[src/cascadePkg.sv]
package cascadePkg;

  // signed fixed point for thresholds, alphas, sums and areas
  typedef logic signed [31:0] fixedT;

  // signed rectangle weight as stored in a rectangle word
  typedef logic signed [11:0] weightT;

  // coordinate inside the integral-image window
  typedef logic [4:0] coordT;

  typedef logic [7:0] stageCountT;
  typedef logic [7:0] classCountT;

  // fraction bits removed after threshold times normalization factor
  localparam int fracBitsDefault = 12;

  // rectangle word fields
  localparam int coordBits = 5;
  localparam int weightBits = 12;
  localparam int x0Lsb = 0;
  localparam int y0Lsb = 5;
  localparam int x1Lsb = 10;
  localparam int y1Lsb = 15;
  localparam int weightLsb = 20;

  // cascade layout in memory, one word each:
  //   header with the stage count
  //   per stage: stage threshold, classifier count
  //   per classifier: class threshold, rect 1, rect 2, fail alpha, pass alpha
  localparam int countBits = 8;

endpackage

[src/busPkg.sv]
package busPkg;

  // word address on the shared read bus
  typedef logic [15:0] busAddrT;

  // read data returned by the memory
  typedef logic [31:0] busDataT;

  // index of a peer master on the arbiter
  typedef logic [0:0] masterIdT;

  localparam masterIdT seqId = 1'b0;
  localparam masterIdT smpId = 1'b1;

  // cascade words start here
  localparam busAddrT cascadeBaseDefault = 16'h0000;

  // integral image, corner (x,y) at windowBase + y * windowStride + x
  localparam busAddrT windowBaseDefault = 16'h8000;
  localparam int windowStrideDefault = 32;

endpackage

[src/busArbiter.sv]
module busArbiter (
  input  logic             clk,
  input  logic             rstN,
  input  logic             seqCyc,
  input  logic             seqStb,
  input  busPkg::busAddrT  seqAdr,
  input  logic             smpCyc,
  input  logic             smpStb,
  input  busPkg::busAddrT  smpAdr,
  input  logic             ack,
  output logic             seqAck,
  output logic             smpAck,
  output logic             cyc,
  output logic             stb,
  output busPkg::busAddrT  adr
);

  import busPkg::*;

  logic     busy;
  masterIdT grantId;
  masterIdT lastServed;
  masterIdT pick;
  logic     grantCyc;
  logic     grantStb;

  assign grantCyc = (grantId == smpId) ? smpCyc : seqCyc;
  assign grantStb = (grantId == smpId) ? smpStb : seqStb;

  // on a tie the peer that was not served last wins
  always_comb begin
    if (seqCyc && smpCyc) begin
      pick = ~lastServed;
    end else if (smpCyc) begin
      pick = smpId;
    end else begin
      pick = seqId;
    end
  end

  // grant is kept while the granted peer holds cyc
  always_ff @(posedge clk or negedge rstN) begin
    if (!rstN) begin
      busy <= 1'b0;
      grantId <= seqId;
      lastServed <= smpId;
    end else if (!busy || !grantCyc) begin
      if (seqCyc || smpCyc) begin
        busy <= 1'b1;
        grantId <= pick;
        lastServed <= pick;
      end else begin
        busy <= 1'b0;
      end
    end
  end

  assign cyc = busy && grantCyc;
  assign stb = busy && grantStb;
  assign adr = (grantId == smpId) ? smpAdr : seqAdr;

  // ack goes back only to the granted peer
  assign seqAck = ack && busy && (grantId == seqId);
  assign smpAck = ack && busy && (grantId == smpId);

endmodule

[src/cascadeSequencer.sv]
module cascadeSequencer #(
  parameter busPkg::busAddrT cascadeBase = busPkg::cascadeBaseDefault
) (
  input  logic                 clk,
  input  logic                 rstN,
  input  logic                 start,
  input  cascadePkg::fixedT    varNormIn,
  input  logic                 taken,
  input  logic                 busAck,
  input  busPkg::busDataT      busDat,
  input  logic                 areaValid,
  input  logic                 voteValid,
  input  logic                 votePass,
  output logic                 ready,
  output logic                 done,
  output logic                 passed,
  output logic                 busCyc,
  output logic                 busStb,
  output busPkg::busAddrT      busAdr,
  output logic                 rectStart,
  output cascadePkg::coordT    rect1X0,
  output cascadePkg::coordT    rect1Y0,
  output cascadePkg::coordT    rect1X1,
  output cascadePkg::coordT    rect1Y1,
  output cascadePkg::coordT    rect2X0,
  output cascadePkg::coordT    rect2Y0,
  output cascadePkg::coordT    rect2X1,
  output cascadePkg::coordT    rect2Y1,
  output cascadePkg::weightT   weight1,
  output cascadePkg::weightT   weight2,
  output cascadePkg::fixedT    classThreshold,
  output cascadePkg::fixedT    varNorm
);

  import cascadePkg::*;
  import busPkg::*;

  typedef enum logic [3:0] {
    idle, readHeader, readStageThr, readClassCount, readClassThr, readRect1,
    readRect2, readFailVote, readPassVote, waitVote, stageCheck, finish
  } stateT;

  stateT      state;
  busAddrT    cascadeAddr;
  stageCountT stagesLeft;
  classCountT classLeft;
  fixedT      stageThr;
  fixedT      stageSum;
  fixedT      failVote;
  fixedT      passVote;
  logic       reqActive;
  logic       readState;
  logic       acked;
  logic       scoring;
  logic       voteSeen;
  logic       voteResult;
  logic       voteNow;
  logic       passNow;

  assign readState = state inside {readHeader, readStageThr, readClassCount, readClassThr,
                                   readRect1, readRect2, readFailVote, readPassVote};
  assign acked = reqActive && busAck;

  assign busCyc = reqActive;
  assign busStb = reqActive;
  assign busAdr = cascadeAddr;
  assign ready = (state == idle);
  assign done = (state == finish);

  // the vote may land before the alpha words are in
  assign voteNow = voteSeen || (voteValid && scoring);
  assign passNow = voteSeen ? voteResult : votePass;

  always_ff @(posedge clk or negedge rstN) begin
    if (!rstN) begin
      state <= idle;
      reqActive <= 1'b0;
      rectStart <= 1'b0;
      scoring <= 1'b0;
      voteSeen <= 1'b0;
      passed <= 1'b0;
      cascadeAddr <= '0;
      stagesLeft <= '0;
      classLeft <= '0;
      stageSum <= '0;
    end else begin
      rectStart <= 1'b0;
      // one read at a time, stb drops the cycle after ack
      if (reqActive) begin
        reqActive <= !busAck;
      end else begin
        reqActive <= readState;
      end
      if (acked) begin
        cascadeAddr <= cascadeAddr + 1'b1;
      end
      // a vote is expected only after the areas went out
      if (areaValid) begin
        scoring <= 1'b1;
      end else if (voteValid) begin
        scoring <= 1'b0;
      end
      if (state == waitVote && voteNow) begin
        voteSeen <= 1'b0;
      end else if (voteValid && scoring) begin
        voteSeen <= 1'b1;
      end
      case (state)
        idle: begin
          if (start) begin
            cascadeAddr <= cascadeBase;
            passed <= 1'b0;
            state <= readHeader;
          end
        end
        readHeader: begin
          if (acked) begin
            stagesLeft <= busDat[countBits-1:0];
            // an empty cascade accepts every window
            passed <= (busDat[countBits-1:0] == '0);
            state <= (busDat[countBits-1:0] == '0) ? finish : readStageThr;
          end
        end
        readStageThr: begin
          if (acked) begin
            stageSum <= '0;
            state <= readClassCount;
          end
        end
        readClassCount: begin
          if (acked) begin
            classLeft <= busDat[countBits-1:0];
            state <= (busDat[countBits-1:0] == '0) ? stageCheck : readClassThr;
          end
        end
        readClassThr: if (acked) state <= readRect1;
        readRect1: if (acked) state <= readRect2;
        readRect2: begin
          if (acked) begin
            rectStart <= 1'b1;
            state <= readFailVote;
          end
        end
        readFailVote: if (acked) state <= readPassVote;
        readPassVote: if (acked) state <= waitVote;
        waitVote: begin
          if (voteNow) begin
            stageSum <= stageSum + (passNow ? passVote : failVote);
            classLeft <= classLeft - 1'b1;
            state <= (classLeft == 8'd1) ? stageCheck : readClassThr;
          end
        end
        stageCheck: begin
          if (stageSum < stageThr) begin
            passed <= 1'b0;
            state <= finish;
          end else if (stagesLeft == 8'd1) begin
            passed <= 1'b1;
            state <= finish;
          end else begin
            stagesLeft <= stagesLeft - 1'b1;
            state <= readStageThr;
          end
        end
        finish: if (taken) state <= idle;
        default: state <= idle;
      endcase
    end
  end

  // captured cascade words
  always_ff @(posedge clk) begin
    if (state == idle && start) begin
      varNorm <= varNormIn;
    end
    if (voteValid) begin
      voteResult <= votePass;
    end
    if (acked) begin
      case (state)
        readStageThr: stageThr <= busDat;
        readClassThr: classThreshold <= busDat;
        readRect1: begin
          rect1X0 <= busDat[x0Lsb +: coordBits];
          rect1Y0 <= busDat[y0Lsb +: coordBits];
          rect1X1 <= busDat[x1Lsb +: coordBits];
          rect1Y1 <= busDat[y1Lsb +: coordBits];
          weight1 <= busDat[weightLsb +: weightBits];
        end
        readRect2: begin
          rect2X0 <= busDat[x0Lsb +: coordBits];
          rect2Y0 <= busDat[y0Lsb +: coordBits];
          rect2X1 <= busDat[x1Lsb +: coordBits];
          rect2Y1 <= busDat[y1Lsb +: coordBits];
          weight2 <= busDat[weightLsb +: weightBits];
        end
        readFailVote: failVote <= busDat;
        readPassVote: passVote <= busDat;
        default: ;
      endcase
    end
  end

endmodule

[src/rectangleSampler.sv]
module rectangleSampler #(
  parameter busPkg::busAddrT windowBase = busPkg::windowBaseDefault,
  parameter int windowStride = busPkg::windowStrideDefault
) (
  input  logic               clk,
  input  logic               rstN,
  input  logic               rectStart,
  input  cascadePkg::coordT  rect1X0,
  input  cascadePkg::coordT  rect1Y0,
  input  cascadePkg::coordT  rect1X1,
  input  cascadePkg::coordT  rect1Y1,
  input  cascadePkg::coordT  rect2X0,
  input  cascadePkg::coordT  rect2Y0,
  input  cascadePkg::coordT  rect2X1,
  input  cascadePkg::coordT  rect2Y1,
  input  logic               busAck,
  input  busPkg::busDataT    busDat,
  output logic               busCyc,
  output logic               busStb,
  output busPkg::busAddrT    busAdr,
  output logic               areaValid,
  output cascadePkg::fixedT  area1,
  output cascadePkg::fixedT  area2
);

  import cascadePkg::*;
  import busPkg::*;

  logic       running;
  logic       reqActive;
  logic       acked;
  logic [2:0] corner;
  coordT      cornerX;
  coordT      cornerY;
  fixedT      sample;

  // corner[2] picks the rectangle, corner[1] picks x0, corner[0] picks y0
  // order per rectangle is (x1,y1) (x1,y0) (x0,y1) (x0,y0)
  // coordinates stay stable at the inputs until the vote is back
  always_comb begin
    if (corner[2]) begin
      cornerX = corner[1] ? rect2X0 : rect2X1;
      cornerY = corner[0] ? rect2Y0 : rect2Y1;
    end else begin
      cornerX = corner[1] ? rect1X0 : rect1X1;
      cornerY = corner[0] ? rect1Y0 : rect1Y1;
    end
  end

  assign busAdr = windowBase + busAddrT'(cornerY) * busAddrT'(windowStride)
                  + busAddrT'(cornerX);
  assign busCyc = reqActive;
  assign busStb = reqActive;
  assign acked = reqActive && busAck;

  // the two mixed corners are subtracted
  assign sample = (corner[1] ^ corner[0]) ? -fixedT'(busDat) : fixedT'(busDat);

  always_ff @(posedge clk or negedge rstN) begin
    if (!rstN) begin
      running <= 1'b0;
      reqActive <= 1'b0;
      corner <= '0;
      areaValid <= 1'b0;
    end else begin
      areaValid <= 1'b0;
      if (reqActive) begin
        reqActive <= !busAck;
      end else begin
        reqActive <= running || rectStart;
      end
      if (rectStart) begin
        running <= 1'b1;
        corner <= '0;
      end else if (acked) begin
        corner <= corner + 1'b1;
        if (corner == 3'd7) begin
          running <= 1'b0;
          areaValid <= 1'b1;
        end
      end
    end
  end

  // area accumulators, restarted on each rectangle's first corner
  always_ff @(posedge clk) begin
    if (acked) begin
      if (corner[2]) begin
        area2 <= (corner[1:0] == 2'd0) ? sample : area2 + sample;
      end else begin
        area1 <= (corner[1:0] == 2'd0) ? sample : area1 + sample;
      end
    end
  end

endmodule

[src/classifierScorer.sv]
module classifierScorer #(
  parameter int fracBits = cascadePkg::fracBitsDefault
) (
  input  logic                clk,
  input  logic                rstN,
  input  logic                areaValid,
  input  cascadePkg::fixedT   area1,
  input  cascadePkg::fixedT   area2,
  input  cascadePkg::weightT  weight1,
  input  cascadePkg::weightT  weight2,
  input  cascadePkg::fixedT   classThreshold,
  input  cascadePkg::fixedT   varNorm,
  output logic                voteValid,
  output logic                votePass
);

  import cascadePkg::*;

  logic               sumValid;
  fixedT              weighted1;
  fixedT              weighted2;
  fixedT              featureSum;
  fixedT              normThreshold;
  logic signed [63:0] thrProduct;

  // weighted areas wrap at the fixed-point width
  assign weighted1 = fixedT'(weight1) * area1;
  assign weighted2 = fixedT'(weight2) * area2;
  assign thrProduct = 64'(classThreshold) * 64'(varNorm);

  always_ff @(posedge clk or negedge rstN) begin
    if (!rstN) begin
      sumValid <= 1'b0;
      voteValid <= 1'b0;
    end else begin
      sumValid <= areaValid;
      voteValid <= sumValid;
    end
  end

  always_ff @(posedge clk) begin
    // stage one, feature sum and scaled threshold
    if (areaValid) begin
      featureSum <= weighted1 + weighted2;
      normThreshold <= fixedT'(thrProduct >>> fracBits);
    end
    // stage two, compare
    if (sumValid) begin
      votePass <= (featureSum >= normThreshold);
    end
  end

endmodule

[src/haarCascade.sv]
module haarCascade #(
  parameter busPkg::busAddrT cascadeBase = busPkg::cascadeBaseDefault,
  parameter busPkg::busAddrT windowBase = busPkg::windowBaseDefault,
  parameter int windowStride = busPkg::windowStrideDefault,
  parameter int fracBits = cascadePkg::fracBitsDefault
) (
  input  logic               clk,
  input  logic               rstN,
  input  logic               start,
  input  cascadePkg::fixedT  varNorm,
  input  logic               taken,
  input  busPkg::busDataT    datI,
  input  logic               ack,
  output logic               ready,
  output logic               done,
  output logic               passed,
  output logic               cyc,
  output logic               stb,
  output busPkg::busAddrT    adr
);

  import cascadePkg::*;
  import busPkg::*;

  logic    seqCyc;
  logic    seqStb;
  busAddrT seqAdr;
  logic    seqAck;
  logic    smpCyc;
  logic    smpStb;
  busAddrT smpAdr;
  logic    smpAck;
  logic    rectStart;
  coordT   rect1X0;
  coordT   rect1Y0;
  coordT   rect1X1;
  coordT   rect1Y1;
  coordT   rect2X0;
  coordT   rect2Y0;
  coordT   rect2X1;
  coordT   rect2Y1;
  weightT  weight1;
  weightT  weight2;
  fixedT   classThreshold;
  fixedT   normFactor;
  logic    areaValid;
  fixedT   area1;
  fixedT   area2;
  logic    voteValid;
  logic    votePass;

  cascadeSequencer #(
    .cascadeBase(cascadeBase)
  ) sequencer (
    .clk(clk), .rstN(rstN), .start(start), .varNormIn(varNorm), .taken(taken),
    .busAck(seqAck), .busDat(datI), .areaValid(areaValid), .voteValid(voteValid),
    .votePass(votePass), .ready(ready), .done(done), .passed(passed),
    .busCyc(seqCyc), .busStb(seqStb), .busAdr(seqAdr), .rectStart(rectStart),
    .rect1X0(rect1X0), .rect1Y0(rect1Y0), .rect1X1(rect1X1), .rect1Y1(rect1Y1),
    .rect2X0(rect2X0), .rect2Y0(rect2Y0), .rect2X1(rect2X1), .rect2Y1(rect2Y1),
    .weight1(weight1), .weight2(weight2), .classThreshold(classThreshold),
    .varNorm(normFactor)
  );

  rectangleSampler #(
    .windowBase(windowBase),
    .windowStride(windowStride)
  ) sampler (
    .clk(clk), .rstN(rstN), .rectStart(rectStart),
    .rect1X0(rect1X0), .rect1Y0(rect1Y0), .rect1X1(rect1X1), .rect1Y1(rect1Y1),
    .rect2X0(rect2X0), .rect2Y0(rect2Y0), .rect2X1(rect2X1), .rect2Y1(rect2Y1),
    .busAck(smpAck), .busDat(datI), .busCyc(smpCyc), .busStb(smpStb),
    .busAdr(smpAdr), .areaValid(areaValid), .area1(area1), .area2(area2)
  );

  classifierScorer #(
    .fracBits(fracBits)
  ) scorer (
    .clk(clk), .rstN(rstN), .areaValid(areaValid), .area1(area1), .area2(area2),
    .weight1(weight1), .weight2(weight2), .classThreshold(classThreshold),
    .varNorm(normFactor), .voteValid(voteValid), .votePass(votePass)
  );

  busArbiter arbiter (
    .clk(clk), .rstN(rstN),
    .seqCyc(seqCyc), .seqStb(seqStb), .seqAdr(seqAdr),
    .smpCyc(smpCyc), .smpStb(smpStb), .smpAdr(smpAdr),
    .ack(ack), .seqAck(seqAck), .smpAck(smpAck),
    .cyc(cyc), .stb(stb), .adr(adr)
  );

endmodule

[config.mk]
export PLATFORM = sky130hd
export DESIGN_NAME = haarCascade
export DESIGN_NICKNAME = d
export VERILOG_FILES = /design/src/cascadePkg.sv /design/src/busPkg.sv /design/src/busArbiter.sv /design/src/cascadeSequencer.sv /design/src/rectangleSampler.sv /design/src/classifierScorer.sv /design/src/haarCascade.sv
export SDC_FILE = /design/constraint.sdc
export NUM_CORES = 2
export LEC_CHECK = 0
export BUFFER_PORTS_ARGS = -buffer_cell sky130_fd_sc_hd__buf_4
export CAP_MARGIN = 5
export CORE_ASPECT_RATIO = 0.7
export CORE_MARGIN = 2
export CORE_UTILIZATION = 42
export CTS_BUF_LIST = sky130_fd_sc_hd__clkbuf_16
export DETAILED_ROUTE_END_ITERATION = 16
export RECOVER_POWER = 25
export SYNTH_ARGS = -nofsm -noshare
export SYNTH_HDL_FRONTEND = slang
export SYNTH_HIERARCHICAL = 1
export SYNTH_SLANG_ARGS = --single-unit
[constraint.sdc]
create_clock -name clk -period 8.2 [get_ports clk]
set_input_delay 1.64 -clock clk [delete_from_list [all_inputs] [get_ports clk]]
set_output_delay 1.64 -clock clk [all_outputs]
set_load 0.01 [all_outputs]
==> results.txt <==
The net count reported at finish is 8697. The number of cell instances on the worst register-to-register path came out at 23. The worst register-to-register path ends at scorer/normThreshold[31]$_DFFE_PP_. The final sum of negative setup slack is 0 ns. The cell family contributing the most delay on the critical path is adder cells. The full die area came out at between 150000 and 200000 sq um. The number of fill cells came out at about 15000.

The total clock sinks is around 440. The clock slew seen by the registers of the worst setup and hold paths is approximately 0.060 ns. Using the TritonRoute via totals, the vias-per-cell ratio works out to ~5.2. The slew at the pin closest to its max-slew limit is 2.24 ns. The most used flip-flop cell after synthesis is sky130_fd_sc_hd__edfxtp_1. The number of DRC markers after the initial detailed-route iteration came out at 3985. Walking the worst path, the cells encountered are buf_4 -> and2_1 -> fa_1 -> inv_1 -> fa_1 -> fa_1 -> fa_1 -> inv_1 -> fa_1 -> fa_1 -> fa_1 -> fa_1 -> ha_1 -> and4_1 -> and2_1 -> nand2_1 -> a2bb2oi_1 -> o31ai_4 -> a21oi_2 -> o21ai_1 -> nor4_1 -> nor3_1 -> xnor2_1. The final reports fail on max-capacitance violations, max-slew violations. In this run the critical register-to-register path is launched from sequencer/varNorm[12]$_DFFE_PP_. The count of input and output buffers came out at 89. Counting flops and latches in the post-synthesis netlist gives 438.

The site row count came out at about 120. The area taken by multi-input logic gates came out at just under 50000 sq um. The area of the mapped netlist is between 60000 and 70000 sq um. Setup repair after global routing left no endpoint under its margin. The number of clock buffers added by TritonCTS is 53. The flow ran to the end, but the final reports show violations. The slowest stage of the critical path belongs to the cell sky130_fd_sc_hd__edfxtp_1. The count of TritonRoute iterations in the first routing pass came out at 6. The post-detailed-route count of antenna-violating nets is 0. The initial cell density of the core is 42.3%. The final critical delay including setup and external delays is roughly 7.9 ns.

The number of buffers inserted by hold repair at cts came out at 0. Setup violations remaining at the end of the flow were counted as 0. The reg2reg setup slack came out at between 0.3 and 0.4 ns. The worst hold path passes through 0 cells. The post-synthesis to final-layout area growth is 8.06%. Sequential cells were found to cover a little under a fifth of the synthesized design area. The final routed wire length divided by cell count is 20.7 um. The total area of sequential cells is ~13000 sq um. In the final layout, the share of cells above drive strength 1 is approximately 6.6%. The pin count of the biggest net entering global routing is 65. The number of buffers and inverters on the critical path is 3. The number of H-tree levels is 2.

Measured against its own limit, the worst slew margin works out to -49.3%. The first global-routing pass estimated 298000 um of wire. The synthesized design contains ~350 enable-type register cells. The later pin in the worst-skew pair is clocked with a latency of 0.68 ns. The final weighted congestion of routability-driven global placement is between 0.8 and 0.9.

The largest stage delay on the critical path is between 0.7 and 0.8 ns. Setup slack on the critical path of the routed design comes to approximately 0.34 ns. No sink is reached through more buffers than the 3 on the longest clock path. The critical path data arrival time is 8.23 ns. The routed wire length came out at between 150000 and 200000 um. The number of warning messages in the yosys log came out at 6. The maximum achievable frequency came out at about 130 MHz. The worst hold path belongs to the class reg -> reg. The total count of max-transition violations in the final report is 39. The number of design rule violations left after detail routing is 0.

The worst hold path begins at scorer/sumValid$_DFF_PN0_. The number of antenna violations at the first check in global routing is 12. For the worst setup path, the data required time is about 8.6 ns.

The destination of the worst hold path is scorer/voteValid$_DFF_PN0_. The largest fanout on the critical path came out at 19. The clock tree root buffer cell is sky130_fd_sc_hd__clkbuf_16. The count of maximum capacitance violations is 1. The worst setup path is of the reg -> reg kind. Global routing used 23.3% of the available tracks. TritonCTS built the clock tree.

The floorplan step set the die height to around 340 um. Dividing the final minimum period by the clock period gives 95.8%. The number of global-route vias before repair came out at around 50000. The detailed-route via count came out at roughly 47000. During I/O placement, the number of pins put on the boundary was 90. The die outline width is a little under 500 um.

The gate count after technology mapping is 6871. The pre-CTS worst setup slack is roughly 0.22 ns. The distinct cell type count of the synthesized netlist is between 100 and 150. The residual overflow from global routing came out at 0. The worst setup path is captured at a register. For this run, asynchronously set or reset flops after synthesis account for a little under a fifth. The startpoint class of the critical path is a register. The area of the core came out at approximately 160000 sq um. The synthesized area per cell is approximately 10 sq um. The clock skew is ~0.057 ns. Detailed placement ended at an HPWL of between 150000 and 200000 um.

The dominant cell type by count on the critical path is sky130_fd_sc_hd__fa_1. The count of final hold-check violations is 0.
## repair_timing
item	in CTS	in global routing
endpoints found under the setup margin	0	3
buffers inserted	0	6
gates resized for setup	0	3
## cell usage after synthesis, types with 10 or more instances
cell type | n | area (sq um)
sky130_fd_sc_hd__o31ai_1 | 17 | 128
sky130_fd_sc_hd__fa_1 | 1281 | 25600
sky130_fd_sc_hd__o21a_1 | 23 | 173
sky130_fd_sc_hd__xnor2_1 | 191 | 1670
sky130_fd_sc_hd__and2_1 | 635 | 3970
sky130_fd_sc_hd__ha_1 | 443 | 5540
sky130_fd_sc_hd__a21o_1 | 91 | 683
sky130_fd_sc_hd__dfrtp_1 | 83 | 2080
sky130_fd_sc_hd__nand2_1 | 952 | 3570
sky130_fd_sc_hd__mux2_2 | 47 | 529
sky130_fd_sc_hd__a211oi_1 | 20 | 150
sky130_fd_sc_hd__nor4_1 | 15 | 93.8
sky130_fd_sc_hd__inv_1 | 1374 | 5160
sky130_fd_sc_hd__nor3_1 | 30 | 150
sky130_fd_sc_hd__o21ai_0 | 167 | 836
sky130_fd_sc_hd__and3_1 | 22 | 138
sky130_fd_sc_hd__nor2_1 | 140 | 526
sky130_fd_sc_hd__edfxtp_1 | 354 | 10600
sky130_fd_sc_hd__o21bai_1 | 22 | 165
sky130_fd_sc_hd__a31oi_1 | 16 | 100
sky130_fd_sc_hd__nor2b_1 | 36 | 225
sky130_fd_sc_hd__xor2_1 | 83 | 727
sky130_fd_sc_hd__nand3_1 | 42 | 210
sky130_fd_sc_hd__nand4_1 | 31 | 194
sky130_fd_sc_hd__o211ai_1 | 15 | 113
sky130_fd_sc_hd__a21oi_1 | 163 | 816
sky130_fd_sc_hd__or3_1 | 13 | 81.3
sky130_fd_sc_hd__clkbuf_1 | 297 | 1110
sky130_fd_sc_hd__mux4_2 | 10 | 225
sky130_fd_sc_hd__nand2b_1 | 61 | 382
## final cells by class
class                      instances  share of cell area, %
antenna                            5                 0.0171
clock buffer                      53                   1.81
clock inverter                    47                  0.714
inverter                        1375                   7.05
multi-input combinational       4741                   66.5
sequential                       438                   17.4
tap                             2125                   3.63
timing repair buffer             295                   2.88
## flip-flops by register name, indices dropped and copies added (netlist names), 16 cells and up
register	count
sequencer/failVote	32
sequencer/busAdr	16
sequencer/passVote	32
scorer/normThreshold	32
sampler/area2	32
sequencer/stageSum	32
sampler/area1	32
sequencer/varNorm	32
sequencer/stageThr	32
sequencer/classThreshold	32
scorer/featureSum	32
## layout by cell type, fill, tap and decap left out, types with 23 or more instances in the layout
master	netlist	routed
sky130_fd_sc_hd__nor2_1	140	136
sky130_fd_sc_hd__fa_1	1281	1281
sky130_fd_sc_hd__buf_4	8	230
sky130_fd_sc_hd__nand2b_1	61	61
sky130_fd_sc_hd__nand2_1	952	952
sky130_fd_sc_hd__xnor2_1	191	191
sky130_fd_sc_hd__clkbuf_1	297	39
sky130_fd_sc_hd__nand3_1	42	42
sky130_fd_sc_hd__mux2_2	47	47
sky130_fd_sc_hd__nor2b_1	36	36
sky130_fd_sc_hd__inv_1	1374	1378
sky130_fd_sc_hd__ha_1	443	442
sky130_fd_sc_hd__clkbuf_16	0	53
sky130_fd_sc_hd__a21o_1	91	91
sky130_fd_sc_hd__a21oi_1	163	162
sky130_fd_sc_hd__o21ai_0	167	167
sky130_fd_sc_hd__dfrtp_1	83	82
sky130_fd_sc_hd__edfxtp_1	354	354
sky130_fd_sc_hd__o21a_1	23	23
sky130_fd_sc_hd__xor2_1	83	83
sky130_fd_sc_hd__nor3_1	30	28
sky130_fd_sc_hd__nand4_1	31	31
sky130_fd_sc_hd__and2_1	635	634
## worst max path at each step
stage                                                    end  cells past startpoint                                    from  slack, ns
final                     scorer/normThreshold[31]$_DFFE_PP_                     23         sequencer/varNorm[12]$_DFFE_PP_       0.34
after global routing      scorer/normThreshold[17]$_DFFE_PP_                     26   sequencer/classThreshold[6]$_DFFE_PP_       0.02
after CTS                 scorer/normThreshold[31]$_DFFE_PP_                     22         sequencer/varNorm[12]$_DFFE_PP_       0.22
after detailed placement  scorer/normThreshold[31]$_DFFE_PP_                     21         sequencer/varNorm[11]$_DFFE_PP_       0.22
after global placement    scorer/normThreshold[31]$_DFFE_PP_                     21  sequencer/classThreshold[11]$_DFFE_PP_       0.28
after floorplan           scorer/normThreshold[31]$_DFFE_PP_                     24         sequencer/varNorm[17]$_DFFE_PP_       1.11
## logic make-up (layout without fill, tap and decap cells)
group,Yosys count,count (layout),synth area share (%)
buf+inv,1696,1770,9.47
flops,438,438,18.8
compound gates,639,639,6.10
other cells,2,11,0.0111
fa+ha+maj,1724,1724,46.0
mux,66,66,1.25
simple gates,2031,2031,14.8
xor+xnor,275,275,3.57
## through the flow
stage / instances / hold WS, ns / util, % / area (sq um)
floorplan: 6875 / 0.362 / - / 67800
global placement: 8968 / 0.367 / 44.5 / 71400
detailed placement: 8968 / 0.398 / 44.5 / 71400
CTS: 9068 / 0.423 / 45.7 / 73300
global route: 9074 / 0.423 / 45.7 / 73200
finish: 9079 / 0.424 / 45.7 / 73200
## metal layers
layer	vias to the layer above	wire length, um	global-route usage [%]
met3	161	14500	2.99
li1	21100	-	-
met2	1663	81900	35.2
met5	-	24	0
met4	4	3000	3.72
met1	24500	88300	36.3
Power is not shown: default switching activity piles up to over one toggle a cycle in this logic, so the estimate is an artifact.
